--- src/source/perceptron_eval.sv ---
`default_nettype none
`timescale 1ns/1ps

module perceptron_eval #(
    parameter int weight_bits = 8,
    parameter int hist_len    = 12
) (
    // row selected by the fetch pc
    input  wire logic [weight_bits-1:0] weights [hist_len+1],

    // global history, bit 0 is the newest outcome
    input  wire logic [hist_len-1:0]    history,

    // signed perceptron output and direction guess
    output logic [weight_bits-1:0]      y_out,
    output logic                        pred_taken
);

    // per weight contribution to the dot product
    logic [weight_bits-1:0] term [hist_len+1];

    // running sum over all terms
    logic [weight_bits-1:0] acc;

    // history bit 1 keeps the weight
    // history bit 0 uses the bitwise inverse as a cheap negation
    // (off by one from a true negate, same as the pipeline's predictor)
    always_comb begin
        for (int i = 0; i < hist_len; i++) begin
            if (history[i]) begin
                term[i] = weights[i];
            end else begin
                term[i] = ~weights[i];
            end
        end
        // bias has no history input
        term[hist_len] = weights[hist_len];
    end

    // sum wraps modulo 2**weight_bits
    always_comb begin
        acc = '0;
        for (int i = 0; i <= hist_len; i++) begin
            acc = acc + term[i];
        end
    end

    assign y_out = acc;

    // taken only for a strictly positive output
    // zero counts as not taken, so a cleared table predicts not taken
    assign pred_taken = ($signed(y_out) > 0);

endmodule : perceptron_eval

`default_nettype wire

--- config.mk ---
export PLATFORM = sky130hd
export DESIGN_NAME = perceptron_eval
export DESIGN_NICKNAME = d
export VERILOG_FILES = /design/src/source/perceptron_eval.sv
export SDC_FILE = /design/constraint.sdc
export NUM_CORES = 1
export LEC_CHECK = 0
export BUFFER_PORTS_ARGS = -buffer_cell sky130_fd_sc_hd__buf_4
export CAP_MARGIN = 10
export CELL_PAD_IN_SITES_DETAIL_PLACEMENT = 0
export CELL_PAD_IN_SITES_GLOBAL_PLACEMENT = 1
export CORE_AREA = 4 4 95 97
export DETAILED_ROUTE_END_ITERATION = 8
export DIE_AREA = 0 0 99 101
export GPL_TIMING_DRIVEN = 0
export PLACE_DENSITY_LB_ADDON = 0.15
export RECOVER_POWER = 50
export SLEW_MARGIN = 20
export SYNTH_ARGS = -nofsm -noshare
export SYNTH_HDL_FRONTEND = slang
export SYNTH_SLANG_ARGS = --single-unit
--- constraint.sdc ---
create_clock -name vclk -period 8.45
set_input_delay 1.2675 -clock vclk [all_inputs]
set_output_delay 1.2675 -clock vclk [all_outputs]
set_load 0.005 [all_outputs]
==> out/results.ini <==
[synthesis]
synth-seq-area-share_pct=0
ys_warn_count=0
synth_area_sq_mm=0.00307
ys_types=17
avgSynthCellArea_sq_um=10.2
syn_inst=302
syn_nets=498

[hold_path]
hp-class=in2out
hold_start=weights[96]
whs_path_depth=5
hold_end=y_out[0]

[sta]
rsz0062_at_grt=no
min_period_ns=7.45
max_slew_margin_pct=60.0
min_period_over_period_pct=88.2
finalHoldViolCount=0
tightestPinTransition_ns=0.600
fin_setup_tns_ns=0
clock.fmax_mhz=134
finalMaxSlewViolations=0
setup_violations=0

[global_routing]
use_met2_pct=24.9
grt_max_degree=9
grt_remaining_overflow=0
busiest_layer=met2
grt_use_total_pct=13.0
use_met1_pct=16.2
grt_pass1_vias=2479
grt_first_pass_wirelength_um=10700
antenna_found_initial=0
grt_use_met3_pct=1.94

[layout]
most-common-layout-cells=buf_4 (114), inv_1 (76), fa_1 (69)
regArea_sq_um=0
multiInputGateArea_sq_mm=0.00270
fin_nets=613
fill_cells=794
clkbuf_count=0
final_common_cell=buf_4
syn2layout_area_growth_pct=31.8
final_cell_area_sq_mm=0.00405
diodes=0
drive_gt1_share_pct=30.8
design.seq.count=0

[worst_setup_path]
path_cells=clkbuf_1 > xor2_1 > fa_1 > fa_1 > fa_1 > fa_1 > fa_1 > inv_1 > ha_1 > fa_1 > or4_1 > nor4_1 > nor2_1 > buf_4
path_common_cell=fa_1
cp-startpoint=history[8]
path_max_fanout=8
cp_slowest_cell=fa_1
critPathBufInv=3
worstSetupPathType=in2out
end_kind=primary output
crit_required_ns=7.18
cp_top_family=adder cells
cp_slowest_stage_delay_ns=0.57
crit_path_start_kind=input pin
crit_arrival_ns=6.18

[floorplanning]
initial_core_util_pct=37.8
fp-row-count=33
die_area_sq_mm=0.0100
die_y_um=101
die_w_um=99
io_pins=125
core_sq_mm=0.00813

[routing]
wl_um=6390
viasPerCell=4.17
drtIter0Drc=13
antenna_left=0
drt_pre_antenna_iters=3
wire_per_inst_um=12.3
route.detailed.drc=0
via_count=2167

[placed_design]
gp_congestion=0.765
placed_area_sq_mm=0.00405
dpl.hpwl_um=6240
io_buffers=113

[status]
outcome=finished, final reports clean

[clocking]
cts_post_setup_buffers_inserted=0
cts_resized=0
ctsHoldBuffers=0

[flow_run]
drv_cap=0

## logic make-up (layout without fill, tap and decap cells)
kind of cell,Yosys count,after routing,synth area share (%)
xor gates and xnor gates,122,122,36.2
buffers and inverters,88,201,12.2
adders and majority gates,80,80,49.4
and+or+nand+nor,4,4,0.692
AOI/OAI and AO/OA,8,8,1.55
## through the flow
stage | cells | setup WS [ns] | util (%) | hold WS [ns]
floorplan | 302 | 1.62 | - | 2.90
global placement | 520 | 1.03 | 49.8 | 3.11
detailed placement | 520 | 1.07 | 49.8 | 3.14
CTS | 520 | 1.05 | 49.8 | 3.14
global route | 520 | 0.640 | 49.8 | 3.17
finish | 520 | 1.00 | 49.8 | 3.12
## Yosys cell counts, types with 3 or more instances
library cell  number  area share [%]
inv_1             76             9.3
xnor2_1           65              19
buf_6              3             1.1
fa_1              69              45
buf_2              5            0.81
buf_4              4            0.98
ha_1              11             4.5
xnor2_2            4             2.1
o21ai_0            3            0.49
xor2_1            52              15
## worst max path at each step
stage               cells after the start         end
floorplan                              15  pred_taken
global placement                       16  pred_taken
detailed placement                     16  pred_taken
CTS                                    16  pred_taken
global route                           17  pred_taken
finish                                 14  pred_taken
## layout make-up
class                           instances  share of cell area [%]
Buffer                                 12                    2.16
Inverter                               76                    7.04
Multi-Input combinational cell        214                    66.6
Tap cell                              105                    3.24
Timing Repair Buffer                  113                    20.9
## worst min-delay path, delay by kind of cell
kind | cells | cell delay, ns
adders and majority gates | 2 | 0.30
buffers and inverters | 2 | 0.19
xor gates and xnor gates | 1 | 0.10
## per-layer routing
layer	wire, um	vias to the layer above
met5	0	-
met4	25	0
met3	417	2
met2	3580	61
met1	2360	1035
li1	-	1069
Power is left out: the tool's default activity adds up to more than one toggle a clock period on the data nets, which glitch-free logic cannot reach.
