--- config.mk ---
export PLATFORM = sky130hd
export DESIGN_NAME = branch_target_buffer
export DESIGN_NICKNAME = d
export VERILOG_FILES = /design/src/source/bp_pkg.sv /design/src/source/branch_target_buffer.sv
export SDC_FILE = /design/constraint.sdc
export NUM_CORES = 1
export LEC_CHECK = 0
export CAP_MARGIN = 20
export CORE_UTILIZATION = 35
export CTS_CLUSTER_SIZE = 24
export DETAILED_ROUTE_END_ITERATION = 8
export DONT_BUFFER_PORTS = 1
export MAX_ROUTING_LAYER = met4
export PLACE_DENSITY = 0.56
export SETUP_SLACK_MARGIN = 0.3
export SLEW_MARGIN = 5
export SYNTH_ARGS = -nofsm -noshare
export SYNTH_HDL_FRONTEND = slang
export SYNTH_SLANG_ARGS = --single-unit
--- constraint.sdc ---
create_clock -name clk -period 2.9 [get_ports clk]
set_input_delay 0.145 -clock clk [delete_from_list [all_inputs] [get_ports clk]]
set_output_delay 0.145 -clock clk [all_outputs]
set_load 0.02 [all_outputs]
--- src/source/bp_pkg.sv ---
`default_nettype none

package bp_pkg;

    // pc and branch target width
    localparam int word_bits = 32;

    // instructions are word aligned
    // so table and btb indexing starts above the byte offset
    localparam int pc_lsb = 2;

    // pc or target address
    typedef logic [word_bits-1:0] word_t;

    // rv32i major opcodes as carried down the pipeline
    typedef enum logic [6:0] {
        op_lui   = 7'b0110111,
        op_auipc = 7'b0010111,
        op_jal   = 7'b1101111,
        op_jalr  = 7'b1100111,
        op_br    = 7'b1100011,
        op_load  = 7'b0000011,
        op_store = 7'b0100011,
        op_imm   = 7'b0010011,
        op_reg   = 7'b0110011
    } opcode_t;

    // default predictor sizing, passed down from the top level
    localparam int default_weight_bits      = 8;
    localparam int default_hist_len         = 12;
    localparam int default_table_index_bits = 5;
    localparam int default_btb_index_bits   = 5;

    // magnitude below which a correct prediction still trains
    localparam int default_train_threshold  = 37;

endpackage : bp_pkg

`default_nettype wire

--- src/source/branch_target_buffer.sv ---
`default_nettype none
`timescale 1ns/1ps

module branch_target_buffer #(
    parameter int btb_index_bits = 5
) (
    input  wire logic          clk,
    input  wire logic          arst_n,

    // fetch lookup
    input  wire bp_pkg::word_t rd_pc,
    output logic               hit,
    output bp_pkg::word_t      target,

    // resolve write
    input  wire bp_pkg::word_t wr_pc,
    input  wire logic          wr_en,
    input  wire bp_pkg::word_t wr_target
);

    import bp_pkg::*;

    localparam int entries  = 2 ** btb_index_bits;
    localparam int tag_lsb  = pc_lsb + btb_index_bits;
    localparam int tag_bits = word_bits - tag_lsb;

    logic [btb_index_bits-1:0] rd_index;
    logic [btb_index_bits-1:0] wr_index;
    logic [tag_bits-1:0]       rd_tag;
    logic [tag_bits-1:0]       wr_tag;

    // entry storage
    logic                valid [entries];
    logic [tag_bits-1:0] tags [entries];
    word_t               targets [entries];

    // index above the byte offset, tag is everything above the index
    assign rd_index = rd_pc[pc_lsb +: btb_index_bits];
    assign wr_index = wr_pc[pc_lsb +: btb_index_bits];
    assign rd_tag   = rd_pc[word_bits-1:tag_lsb];
    assign wr_tag   = wr_pc[word_bits-1:tag_lsb];

    // combinational lookup
    assign hit    = valid[rd_index] && (tags[rd_index] == rd_tag);
    assign target = targets[rd_index];

    // only the valid bits need clearing
    always_ff @(posedge clk or negedge arst_n) begin
        if (!arst_n) begin
            for (int e = 0; e < entries; e++) begin
                valid[e] <= 1'b0;
            end
        end else if (wr_en) begin
            valid[wr_index] <= 1'b1;
        end
    end

    // direct mapped, a conflicting pc simply replaces the entry
    always_ff @(posedge clk) begin
        if (wr_en) begin
            tags[wr_index]    <= wr_tag;
            targets[wr_index] <= wr_target;
        end
    end

endmodule : branch_target_buffer

`default_nettype wire

==> impl_metrics.ini <==
[floorplan]
rows = 164
dieArea_um2 = 205000
x_dimension_of_the_die_um = 452
die-height_um = 452
pin_count = 132
placeableCoreArea_um2 = 200000
floorplan.initialDensity_pct = 35.4

[sta]
timing.max_slew.rel_slack_pct = -30.9
finalClockSkew_ps = 0
timing.final.max_slew_violations = 265
rsz0062_at_grt = yes
worst_hold_slack_ps = 47.8
final-hold-violation-count = 0
post-route-min-period_ps = 4180
final.period_utilization_pct = 144
worst_margin_pin_slew_ps = 1960
setup-violations-final = 1
final_critical_path_setup_slack_ps = -1280
tns_ps = -1280
maximum_achievable_frequency_mhz = 239

[pwr]
p_clk_share_pct = 39.9
max-vdd-ir-drop_mv = 0.608
int_pwr_w = 0.0433
power.total_w = 0.0549
leakage_nw = 25.9
netSwitchingPower_w = 0.0116
switching_share_pct = 21.2
power.share.sequential_pct = 54.6
combinational_power_share_pct = 5.5
pwr_density_cell_nw_per_um2 = 663

[clocking]
clock_sinks = 1856
cts-buffers-inserted = 178
ctsHtreeMaxLevel = 4
path_clk_slew_ps = 60
cts-root-to-sink-buffers = 3
post_cts_buffers = 0
cts-root-buf = clkbuf_16
cts_tree = done
clk_latency_ps = 810

[synth]
yosys.area_share.xor_xnor_pct = 0.247
number_of_synthesized_flops_with_an_enable_pin = 1824
synth.cells.most_frequent = 1824 x edfxtp_1, 481 x mux4_2, 125 x nand2_1, 111 x mux2i_1, 70 x clkbuf_1
synth_warnings = 0
multiplexer_fraction_of_the_synthesized_cell_area_pct = 16.9
synth-compound-area-share_pct = 1.41
syn_area_per_cell_um2 = 23.2
synth_cell_types = 54
synth.largest_area_cell = edfxtp_1
synthesis.instances = 3062
synth.yosys.seq_area_share_pct = 78.3
synth-main-ff-cell = edfxtp_1
yosys.area.top_type_share_pct = 77.2
asyncSetResetFlopFracSynth_pct = 1.72
dominant_combinational_cell_family_by_area_after_synthesis = multiplexers
synth_top_cells_by_area = edfxtp_1 77%, mux4_2 15%, mux2i_1 1.6%
synth_fp_nets = 3161
yosys.cell_count.top_type = edfxtp_1
post_synth_fa_ha_maj_area_fraction_pct = 0
synthSimpleGateAreaFrac_pct = 1.99
syn-cell-area_um2 = 71000
synth_seq_cells = 1856

[detailed_routing]
initialDrtViolationCount = 3514
post_drt_wl_per_cell_um = 29.8
routed-wl-met2_mm = 91.9
dr.max_layer_used = met4
final_antenna_net_count = 0
firstDrtPassIters = 5
wl_met1_mm = 78.6
routed_wl_mm = 183
route.detailed.drc = 0
num_vias = 32900
via_per_inst = 5.36
met3RoutedLength_mm = 9.76

[min_path]
kind_of_path_behind_the_tightest_hold_check = in -> reg

[critical_path]
startpoint_class = flip-flop
critical_path.most_common_cell = mux4_2
critical_path_class = reg -> out
critical_path.top_delay_family = multiplexers
worstPathBufferInverterCount = 2
critPathRequiredTime_ps = 2760
critical-path-max-stage-delay_ps = 600
worstPathMaxFanout = 1
timing.critical_path.to_type = output port
worstPathArrival_ps = 4040
cp_cell_sequence = mux4_2 -> mux4_2 -> mux2i_1 -> xor2_1 -> nand4b_1 -> or4_4 -> nor4_4 -> buf_4 -> buf_6
critical-path-slowest-cell = or4_4

[finish]
layout-drive-gt1-share_pct = 30.3
nNetsFinal = 3439
area_overhead_of_the_layout_relative_to_synthesis_pct = 16.8

[place]
place.detailed.hpwl_mm = 88.7
port_buffers = 0
gp_routability_congestion = 0.734

[outcome]
status = complete, but fails checks
failing_checks = slew limit, setup timing

[grt]
total_grt_overflow = 0
via_count_of_the_first_global_routing_pass = 34100
grt_antenna_before_repair = 13
global_route_wire_length_before_repair_mm = 256
grt_max_degree = 516
grt.total_usage_pct = 18.1

[job]
cap_viol_max_count = 0
## area by class of cell
cell class                      instances  area, µm²
Antenna cell                            7       17.5
Clock buffer                          237       4790
Clock inverter                         83        578
Fill cell                           17300     118000
Inverter                                2       15.0
Multi-Input combinational cell       1049      15300
Sequential cell                      1856      55600
Tap cell                             2656       3320
Timing Repair Buffer                  253       3260
## per-stage QoR
step | std cells | area (µm²) | worst slack (ps) | utilization [%]
global placement | 5701 | 75400 | -912 | 37.6
floorplan | 3062 | 71000 | -656 | -
finish | 6143 | 82900 | -1280 | 41.3
detailed placement | 5701 | 75400 | -745 | 37.6
global route | 6140 | 82800 | -1380 | 41.3
CTS | 6094 | 82000 | -1350 | 40.9
## logic make-up after synthesis
family | Yosys count
mux | 597
compound gates | 138
flops | 1856
xor+xnor | 20
buf+inv | 157
simple gates | 294
## state kept, by name (all words and copies together) (netlist names)
register  flops
targets    1024
valid        32
tags        800
## cell usage in the layout, fill, tap and decap left out, types with 16 or more instances in the layout
cell type | synthesis | final
clkbuf_1 | 70 | 53
clkinv_2 | 0 | 29
nand2_4 | 0 | 36
a22oi_1 | 46 | 46
buf_12 | 0 | 55
nand3_1 | 25 | 25
buf_4 | 13 | 88
clkinv_1 | 1 | 33
edfxtp_1 | 1824 | 1824
nand2_1 | 125 | 52
mux4_2 | 481 | 481
buf_8 | 1 | 19
clkbuf_16 | 0 | 192
nor2_4 | 0 | 32
dlygate4sd3_1 | 0 | 67
nor2_1 | 48 | 16
dfrtp_1 | 32 | 32
or2_2 | 33 | 33
mux2i_1 | 111 | 111
o22ai_1 | 25 | 25
nand2_2 | 0 | 30
## power by group through the flow
stage / registers, W / logic (W) / clock network [W]
after floorplan: 0.0305 / 0.00180 / 0
after global placement: 0.0305 / 0.00207 / 0
after detailed placement: 0.0305 / 0.00208 / 0
after CTS: 0.0300 / 0.00266 / 0.0223
after global routing: 0.0300 / 0.00319 / 0.0233
final: 0.0300 / 0.00303 / 0.0219
## what timing repair did
item | 4_1_cts | 5_1_grt
hold buffers | 73 | 0
pin swaps | 18 | 9
setup endpoints to repair | 33 | 33
endpoints found under the hold margin | 1930 | 0
cloned | 0 | 13
gates resized for setup | 113 | 19
## worst paths after layout
check / from / end / slack (ps) / cells after the start
setup / recovery: tags[23][23]$_DFFE_PP_ / hit / -1280 / 9
hold / removal: wr_pc[4] / tags[23][3]$_DFFE_PP_ / 50 / 2
setup reg to reg: valid[24]$_DFFE_PN0P_ / valid[24]$_DFFE_PN0P_ / 2110 / 1
hold reg to reg: valid[9]$_DFFE_PN0P_ / valid[9]$_DFFE_PN0P_ / 460 / 1
max in group asynchronous: arst_n / valid[7]$_DFFE_PN0P_ / 2300 / 4
min in group asynchronous: arst_n / valid[9]$_DFFE_PN0P_ / 410 / 4
## layer usage
layer / up-vias / GRT usage (%)
li1: 13600 / -
met3: 206 / 2.85
met5: - / -
met4: 0 / 3.90
met1: 18100 / 24.3
met2: 987 / 29.2
Power figures use the tool's default switching activity.
