File: src/source/bp_pkg.sv
`default_nettype none

package bp_pkg;

    // pc and branch target width
    localparam int word_bits = 32;

    // instructions are word aligned
    // so table and btb indexing starts above the byte offset
    localparam int pc_lsb = 2;

    // pc or target address
    typedef logic [word_bits-1:0] word_t;

    // rv32i major opcodes as carried down the pipeline
    typedef enum logic [6:0] {
        op_lui   = 7'b0110111,
        op_auipc = 7'b0010111,
        op_jal   = 7'b1101111,
        op_jalr  = 7'b1100111,
        op_br    = 7'b1100011,
        op_load  = 7'b0000011,
        op_store = 7'b0100011,
        op_imm   = 7'b0010011,
        op_reg   = 7'b0110011
    } opcode_t;

    // default predictor sizing, passed down from the top level
    localparam int default_weight_bits      = 8;
    localparam int default_hist_len         = 12;
    localparam int default_table_index_bits = 5;
    localparam int default_btb_index_bits   = 5;

    // magnitude below which a correct prediction still trains
    localparam int default_train_threshold  = 37;

endpackage : bp_pkg

`default_nettype wire

File: src/source/perceptron_trainer.sv
`default_nettype none
`timescale 1ns/1ps

module perceptron_trainer #(
    parameter int weight_bits     = 8,
    parameter int hist_len        = 12,
    parameter int train_threshold = 37
) (
    input  wire logic                   clk,
    input  wire logic                   arst_n,
    input  wire logic                   load,

    // resolved instruction from ex/mem
    input  wire bp_pkg::opcode_t        ex_opcode,
    input  wire logic                   ex_taken,
    input  wire bp_pkg::word_t          ex_target,

    // prediction carried down with the instruction
    input  wire logic                   ex_pred_taken,
    input  wire logic [weight_bits-1:0] ex_y_out,
    input  wire bp_pkg::word_t          ex_pred_target,

    // table row for ex_pc before the update
    input  wire logic [weight_bits-1:0] old_weights [hist_len+1],

    output logic [hist_len-1:0]         history,
    output logic                        table_wr_en,
    output logic [weight_bits-1:0]      new_weights [hist_len+1],
    output logic                        btb_wr_en,
    output logic                        redirect
);

    import bp_pkg::*;

    localparam logic [weight_bits-1:0] plus_one  = weight_bits'(1);
    localparam logic [weight_bits-1:0] minus_one = '1;

    logic                   is_branch;
    logic                   dir_wrong;
    logic                   target_wrong;
    logic [weight_bits-1:0] y_mag;
    logic                   low_conf;

    assign is_branch = (ex_opcode == op_br);

    // direction and target checks against the front end guess
    assign dir_wrong    = (ex_pred_taken != ex_taken);
    assign target_wrong = ex_taken && (ex_pred_target != ex_target);

    // |y|, the most negative value stays as its unsigned pattern
    assign y_mag    = ex_y_out[weight_bits-1] ? (~ex_y_out + plus_one) : ex_y_out;
    assign low_conf = (y_mag < train_threshold);

    // flush the front end on any wrong branch guess
    assign redirect = is_branch && (dir_wrong || target_wrong);

    // train on a miss or on a weak correct guess
    assign table_wr_en = load && is_branch && (dir_wrong || low_conf);

    // every resolved branch refreshes its btb entry
    assign btb_wr_en = load && is_branch;

    // agree with history bit moves the weight up, disagree moves it down
    // uses the history before this branch shifts in
    always_comb begin
        for (int i = 0; i < hist_len; i++) begin
            new_weights[i] = old_weights[i] + ((ex_taken == history[i]) ? plus_one : minus_one);
        end
        // bias follows the outcome alone
        new_weights[hist_len] = old_weights[hist_len] + (ex_taken ? plus_one : minus_one);
    end

    // global history, newest outcome at bit 0
    always_ff @(posedge clk or negedge arst_n) begin
        if (!arst_n) begin
            history <= '0;
        end else if (load && is_branch) begin
            history <= {history[hist_len-2:0], ex_taken};
        end
    end

endmodule : perceptron_trainer

`default_nettype wire

File: config.mk
export PLATFORM = sky130hd
export DESIGN_NAME = perceptron_trainer
export DESIGN_NICKNAME = d
export VERILOG_FILES = /design/src/source/bp_pkg.sv /design/src/source/perceptron_trainer.sv
export SDC_FILE = /design/constraint.sdc
export NUM_CORES = 1
export LEC_CHECK = 0
export BUFFER_PORTS_ARGS = -buffer_cell sky130_fd_sc_hd__buf_2
export CAP_MARGIN = 30
export CORE_AREA = 2 2 119 121
export CTS_CLUSTER_DIAMETER = 80
export DETAILED_ROUTE_END_ITERATION = 12
export DIE_AREA = 0 0 121 123
export GPL_TIMING_DRIVEN = 0
export SETUP_SLACK_MARGIN = 0.15
export SLEW_MARGIN = 10
export SYNTH_ARGS = -nofsm -noshare
export SYNTH_HDL_FRONTEND = slang
export SYNTH_SLANG_ARGS = --single-unit
File: constraint.sdc
create_clock -name clk -period 5.9 [get_ports clk]
set_input_delay 0 -clock clk [delete_from_list [all_inputs] [get_ports clk]]
set_output_delay 0 -clock clk [all_outputs]
set_load 0.01 [all_outputs]
==> summary.md, run 1 <==
| Metric | Value |
|---|---|
| Largest net degree at the start of global routing | `13` |
| Fin util | `45.0%` |
| Clk buf depth | `2` |
| RSZ-0062 raised after global routing | `no` |
| Fin Setup TNS | `0 ps` |
| First-pass GRT wire length | `20,200 microns` |
| Initial antenna violation count | `1` |
| Area grow syn2layout | `43.4%` |
| Critical path fanouts, max | `8` |
| Routed Antenna Nets | `0` |
| Grt ovf | `0` |
| Synth warnings | `0` |
| Endpoints failing setup | `0` |
| Seq/Total Area, Yosys | `7.04%` |
| DP Wirelength | `12,100 microns` |
| Total Routing Usage GR | `16.9%` |
| CP Capture Type | `primary output` |
| CTS tree | `yes` |
| Die W | `121 microns` |
| Worst EP arrival | `3170 ps` |
| Worst-Skew Late Latency | `240 ps` |
| Hold Violations, Final | `0` |
| Synth area leader | `ha_1` |
| H-tree depth | `1` |
| WS Path Type | `flip-flop to primary output` |
| PortBufs | `305` |
| Layout Skew | `5.74 ps` |
| Worst-Margin Slew | `854 ps` |
| Period Utilization, post-route | `53.7%` |
| Met2 Use GR | `33.1%` |
| Mean area per synthesized cell | `7.92 sq um` |
| Peak VDD IR | `0.0672 mV` |
| Worst Hold Path Cells | `4` |
| Clk sink count | `12` |
| Met3 Track Usage GR | `3.14%` |
| Syn_nets | `819` |
| Reg2Reg Depth | `2` |
| Pleak | `0.00330 uW` |
| DR pass1 iterations | `4` |
| Via density | `4.63` |
| GPL Wtd Cong | `0.810` |
| Clock-pin slew on the worst setup and hold paths | `50 ps` |
| I/O pin cnt | `307` |
| Die H | `123 microns` |
| Largest Register | `history` |
| GR Util met1 | `18.8%` |
| Root buf cell | `clkbuf_16` |
| Largest cells by area after synthesis | `ha_1, xnor2_1, xor2_1` |
| Max FFs per register | `12` |
| Routed length per instance | `12.9 microns` |
| Post-Synthesis Cell Area | `4270 sq um` |
| Max Cap Viol | `0` |
| Number of synthesized register bits | `12` |
| Drc violations | `0` |
| Core area | `13,600 sq um` |
| Post-Synthesis Cells | `539` |
| Yosys top cell area share | `23.2%` |
| Fin nets | `1,130` |
| Outcome | `completed` |
| Synth unique cells | `31` |
| CTS buffer count | `3` |
| Final wirelength | `13,200 microns` |
| HP Class | `primary input to flip-flop` |
| Cell area power density | `147 nW/um^2` |
| Die ar. | `14,900 sq um` |
| Startpoint type of the worst setup path | `flip-flop` |
| Post-layout minimum cycle time | `3170 ps` |
| Share of cells above drive strength 1 | `36.9%` |
| Global route hottest layer | `met2` |
| Relative slew slack | `42.8%` |
| Post-CTS sizing | `0` |
| Critical Path RT | `5900 ps` |
| Initial DRC Count | `139` |
| Largest regs | `history (12)` |
| Max Slew Vio Count | `0` |
| Vias post-DR | `4,767` |
| Cell Rows | `43` |
| Max Fclk | `316 MHz` |
| Starting Density | `31.4%` |
| Vias in the first global route | `4,487` |
-- cell usage after synthesis, drive strengths merged --
cell	number
o21bai	13
a21o	13
nand2b	1
nor2	54
a21boi	1
fa	13
nand4	4
inv	41
buf	3
nor3	18
nand4bb	1
a21oi	52
ha	79
nand3	3
mux2i	1
o21a	5
dfrtp	12
clkbuf	1
a41oi	1
nor2b	14
o41a	2
xor2	57
o21ai	16
xnor2	81
o41ai	11
nor4	6
nand2	36
-- per-layer routing --
metal	part of all wire, %	vias to the layer above
met4	1.5	0
met1	39	2090
met3	7.4	12
li1	-	2476
met5	0	-
met2	52	189
-- through the flow --
step	setup slack, ps	hold WS, ps	instance area (sq um)	power (uW)	cells
2_1_floorplan	3600	-296	4270	508	539
3_3_place_gp	2920	-101	6020	764	1024
3_5_place_dp	2960	-100	6020	768	1024
4_1_cts	2700	170	6120	910	1029
5_1_grt	2500	213	6120	981	1029
6_report	2730	173	6120	897	1030
-- worst paths after layout --
kind / slack [ps] / to / from
min in group asynchronous: 200 / history[2]$_DFFE_PN0P_ / arst_n
max: 2730 / new_weights[39] / history[8]$_DFFE_PN0P_
max reg2reg: 5180 / history[2]$_DFFE_PN0P_ / history[2]$_DFFE_PN0P_
min: 170 / history[11]$_DFFE_PN0P_ / load
min reg2reg: 520 / history[11]$_DFFE_PN0P_ / history[11]$_DFFE_PN0P_
max in group asynchronous: 5480 / history[3]$_DFFE_PN0P_ / arst_n
-- critical path, cell delays in order, from the launching register on --
cell,delay (ps)
dfrtp_1,410
xor2_1,690
ha_1,370
a21oi_1,140
nor2b_1,70
o21ai_1,120
a21oi_1,100
o41ai_1,660
xnor2_1,180
buf_2,170
-- what timing repair did --
| action | in CTS | in global routing |
|---|---|---|
| endpoints found under the hold margin | 12 | 0 |
| hold buffers | 1 | 0 |
| setup buffers | 0 | 0 |
-- cells in the final DEF, fill, tap and decap left out, drive strengths merged, types with 2 or more instances in the layout --
master and n:
buf 308, xnor2 81, ha 79, xor2 57, nor2 54, a21oi 52, inv 41, nand2 36
nor3 18, o21ai 16, nor2b 14, a21o 13, o21bai 13, fa 13, dfrtp 12, o41ai 11
nor4 6, o21a 5, clkbuf 5, nand4 4, nand3 3, o41a 2
-- power by group --
group	total, uW	switching (uW)	internal, uW	leakage [uW]
clock	138	35.3	102	0.0000442
sequential	84.0	0.752	83.2	0.000167
combinational	675	351	324	0.00309
total	897	388	509	0.00330
-- cells by family after synthesis --
kind of cell               Yosys count  synth area share (%)
xor gates and xnor gates           138                  28.3
and+or+nand+nor                    137                  14.3
AOI/OAI and AO/OA                  114                  16.6
adders and majority gates           92                  29.3
buffers and inverters               45                  4.25
DFF                                 12                  7.04
muxes                                1                 0.235
-- layout make-up --
class / count / area [sq um]
diodes: 1 / 2.50
plain buffers: 4 / 27.5
fillers: 1410 / 7490
repair buffers: 306 / 1540
clock buffers: 4 / 88.8
multi-input cells: 482 / 3790
flip-flops and latches: 12 / 300
well taps: 180 / 225
inverters: 41 / 154
(Power assumes the default switching activity.)
==> run 2: changes to the inputs <==
- CORE_AREA: 2 2 119 121 -> 2 2 118 120
- DIE_AREA: 0 0 121 123 -> 0 0 120 122
- PLACE_DENSITY: default -> 0.68
- clock period: 5.9 -> 2.7 ns (I/O delays scaled with it)
==> run 2 against run 1 <==
First-iteration DRC count is 27% lower. Critical path depth unchanged. Sequential share of layout area fell by 0.17 points. Clock power is 120% higher. Global-route usage decreased by 0.19 points. Power up 120%. Hold slack improved by 17 ps. Count of clock-buffer cells in the layout unchanged. Worst setup slack worse by 2500 ps. Final cell count up 0.78%. Combinational power grew 130%. Via count grew 1.8%.
==> summary.md, run 2 (synthesized netlist as in run 1, its figures left out) <==
| Metric | Value |
|---|---|
| Fin util | `47.7% (+2.7 points)` |
| Grt ovf | `0 (unchanged)` |
| WS Path Type | `flip-flop to primary output` |
| Peak VDD IR | `0.139 mV (+110%)` |
| Max FFs per register | `12 (unchanged)` |
| Die W | `120 microns (-0.83%)` |
| DP Wirelength | `11,700 microns (-3.4%)` |
| Initial DRC Count | `101 (-27%)` |
| Die ar. | `14,600 sq um (-1.6%)` |
| Clk buf depth | `2 (unchanged)` |
| Vias in the first global route | `4,723 (+5.3%)` |
| Worst-Skew Late Latency | `240 ps (about the same)` |
| Starting Density | `31.6% (+0.25 points)` |
| Most frequent cells in the layout | `buf_2, xnor2_1, ha_1` |
| Min Hold Slack | `190 ps (+17.2 ps)` |
| Hold Violations, Final | `0 (unchanged)` |
| First-pass GRT wire length | `20,200 microns (-0.31%)` |
| Core area | `13,500 sq um (-0.79%)` |
| RSZ-0062 raised after global routing | `yes` |
| Most common cell after layout, fill and taps aside | `buf_2` |
| Outcome | `completed` |
| Share of cells above drive strength 1 | `40.2% (+3.3 points)` |
| Total Routing Usage GR | `16.7% (-0.19 points)` |
| Initial antenna violation count | `0 (-1)` |
| Critical Path RT | `2700 ps (-3200 ps)` |
| Drc violations | `0 (unchanged)` |
| CP Capture Type | `primary output` |
| Fin Setup TNS | `0 ps (unchanged)` |
| Clock-pin slew on the worst setup and hold paths | `40 ps (about the same)` |
| HP Class | `primary input to asynchronous set/reset pin` |
| Endpoints failing setup | `0 (unchanged)` |
| I/O pin cnt | `307 (unchanged)` |
| Final wirelength | `13,100 microns (-0.75%)` |
| Largest Register | `history` |
| Pleak | `0.00339 uW (+2.7%)` |
| Routed Antenna Nets | `0 (unchanged)` |
| Die H | `122 microns (-0.81%)` |
| Area grow syn2layout | `51.0%` |
| Vias post-DR | `4,854 (+1.8%)` |
| Period Utilization, post-route | `91.9%` |
| Critical path fanouts, max | `8 (unchanged)` |
| Cell area power density | `311 nW/um^2 (+110%)` |
| Startpoint type of the worst setup path | `flip-flop` |
| Relative slew slack | `64.8% (+22 points)` |
| Clk sink count | `12 (unchanged)` |
| CTS buffer count | `3 (unchanged)` |
| Worst EP arrival | `2480 ps (-690 ps)` |
| Max Cap Viol | `0 (unchanged)` |
| H-tree depth | `1 (unchanged)` |
| Max Slew Vio Count | `0 (unchanged)` |
| Routed length per instance | `12.7 microns (-1.5%)` |
| Largest regs | `history (12)` |
| Layout Skew | `0.613 ps (-5.13 ps)` |
| Worst-Margin Slew | `528 ps (-327 ps)` |
| GPL Wtd Cong | `0.825 (+1.9%)` |
| Largest net degree at the start of global routing | `13 (unchanged)` |
| Cell Rows | `43 (unchanged)` |
| Via density | `4.68 (+1.0%)` |
| Max Fclk | `403 MHz` |
| Diodes inserted | `0 (-1)` |
| Total power | `2010 uW (+120%)` |
| PortBufs | `305 (unchanged)` |
| CTS tree | `yes` |
| Post-layout minimum cycle time | `2480 ps` |
| Root buf cell | `clkbuf_16` |
| DR pass1 iterations | `4 (unchanged)` |
| Fin nets | `1,139 (+0.80%)` |
## run 2: cell types whose count changed in the layout (fill, tap and decap cells not counted), sizes merged
cell,change
buf,+9
diode,-1
## run 2: critical path, stage by stage, from the launching register on
cell	delay, ps
dfrtp_1	420
xor2_2	390
ha_1	310
a21oi_1	140
nor2b_1	70
o21ai_1	110
a21oi_1	100
o41ai_1	390
xnor2_1	160
buf_2	140
## run 2: area by class of cell
class | instances | area, sq um
fillers | 1357 | 7060
multi-input cells | 482 | 4030
repair buffers | 315 | 1600
flip-flops and latches | 12 | 305
well taps | 180 | 225
inverters | 41 | 154
clock buffers | 4 | 88.8
plain buffers | 4 | 31.3
## run 2: stage by stage
step,setup WS (ps),area (sq um),cells
3_5_place_dp,21.5,6020,1024
6_report,218,6440,1038
5_1_grt,53.4,6440,1038
4_1_cts,151,6290,1029
2_1_floorplan,397,4270,539
3_3_place_gp,59.1,6020,1024
## run 2: final timing paths
path	from	endpoint	slack (ps)	cells past startpoint
min reg2reg	history[5]$_DFFE_PN0P_	history[6]$_DFFE_PN0P_	570	2
max	history[6]$_DFFE_PN0P_	new_weights[55]	220	9
max in group asynchronous	arst_n	history[10]$_DFFE_PN0P_	2280	2
min in group clk	load	history[11]$_DFFE_PN0P_	220	4
max reg2reg	history[3]$_DFFE_PN0P_	history[3]$_DFFE_PN0P_	1960	2
min	arst_n	history[4]$_DFFE_PN0P_	190	2
## run 2: routing by layer
metal	vias up	GRT usage, %	share of wire [%]
li1	2489	-	-
met1	2158	18.3	39
met2	191	33.9	53
met3	16	1.97	6.4
met4	0	3.68	1.7
met5	-	0	0
## run 2: timing repair
action	in CTS	in global routing
hold buffers	1	0
setup buffers	0	9
hold endpoints to repair	12	0
setup endpoints to repair	27	15
gates resized for setup	20	14
## run 2: report_power, final
group	internal [uW]	switching (uW)
logic	735	788
registers	182	2.88
clock network	223	75.2
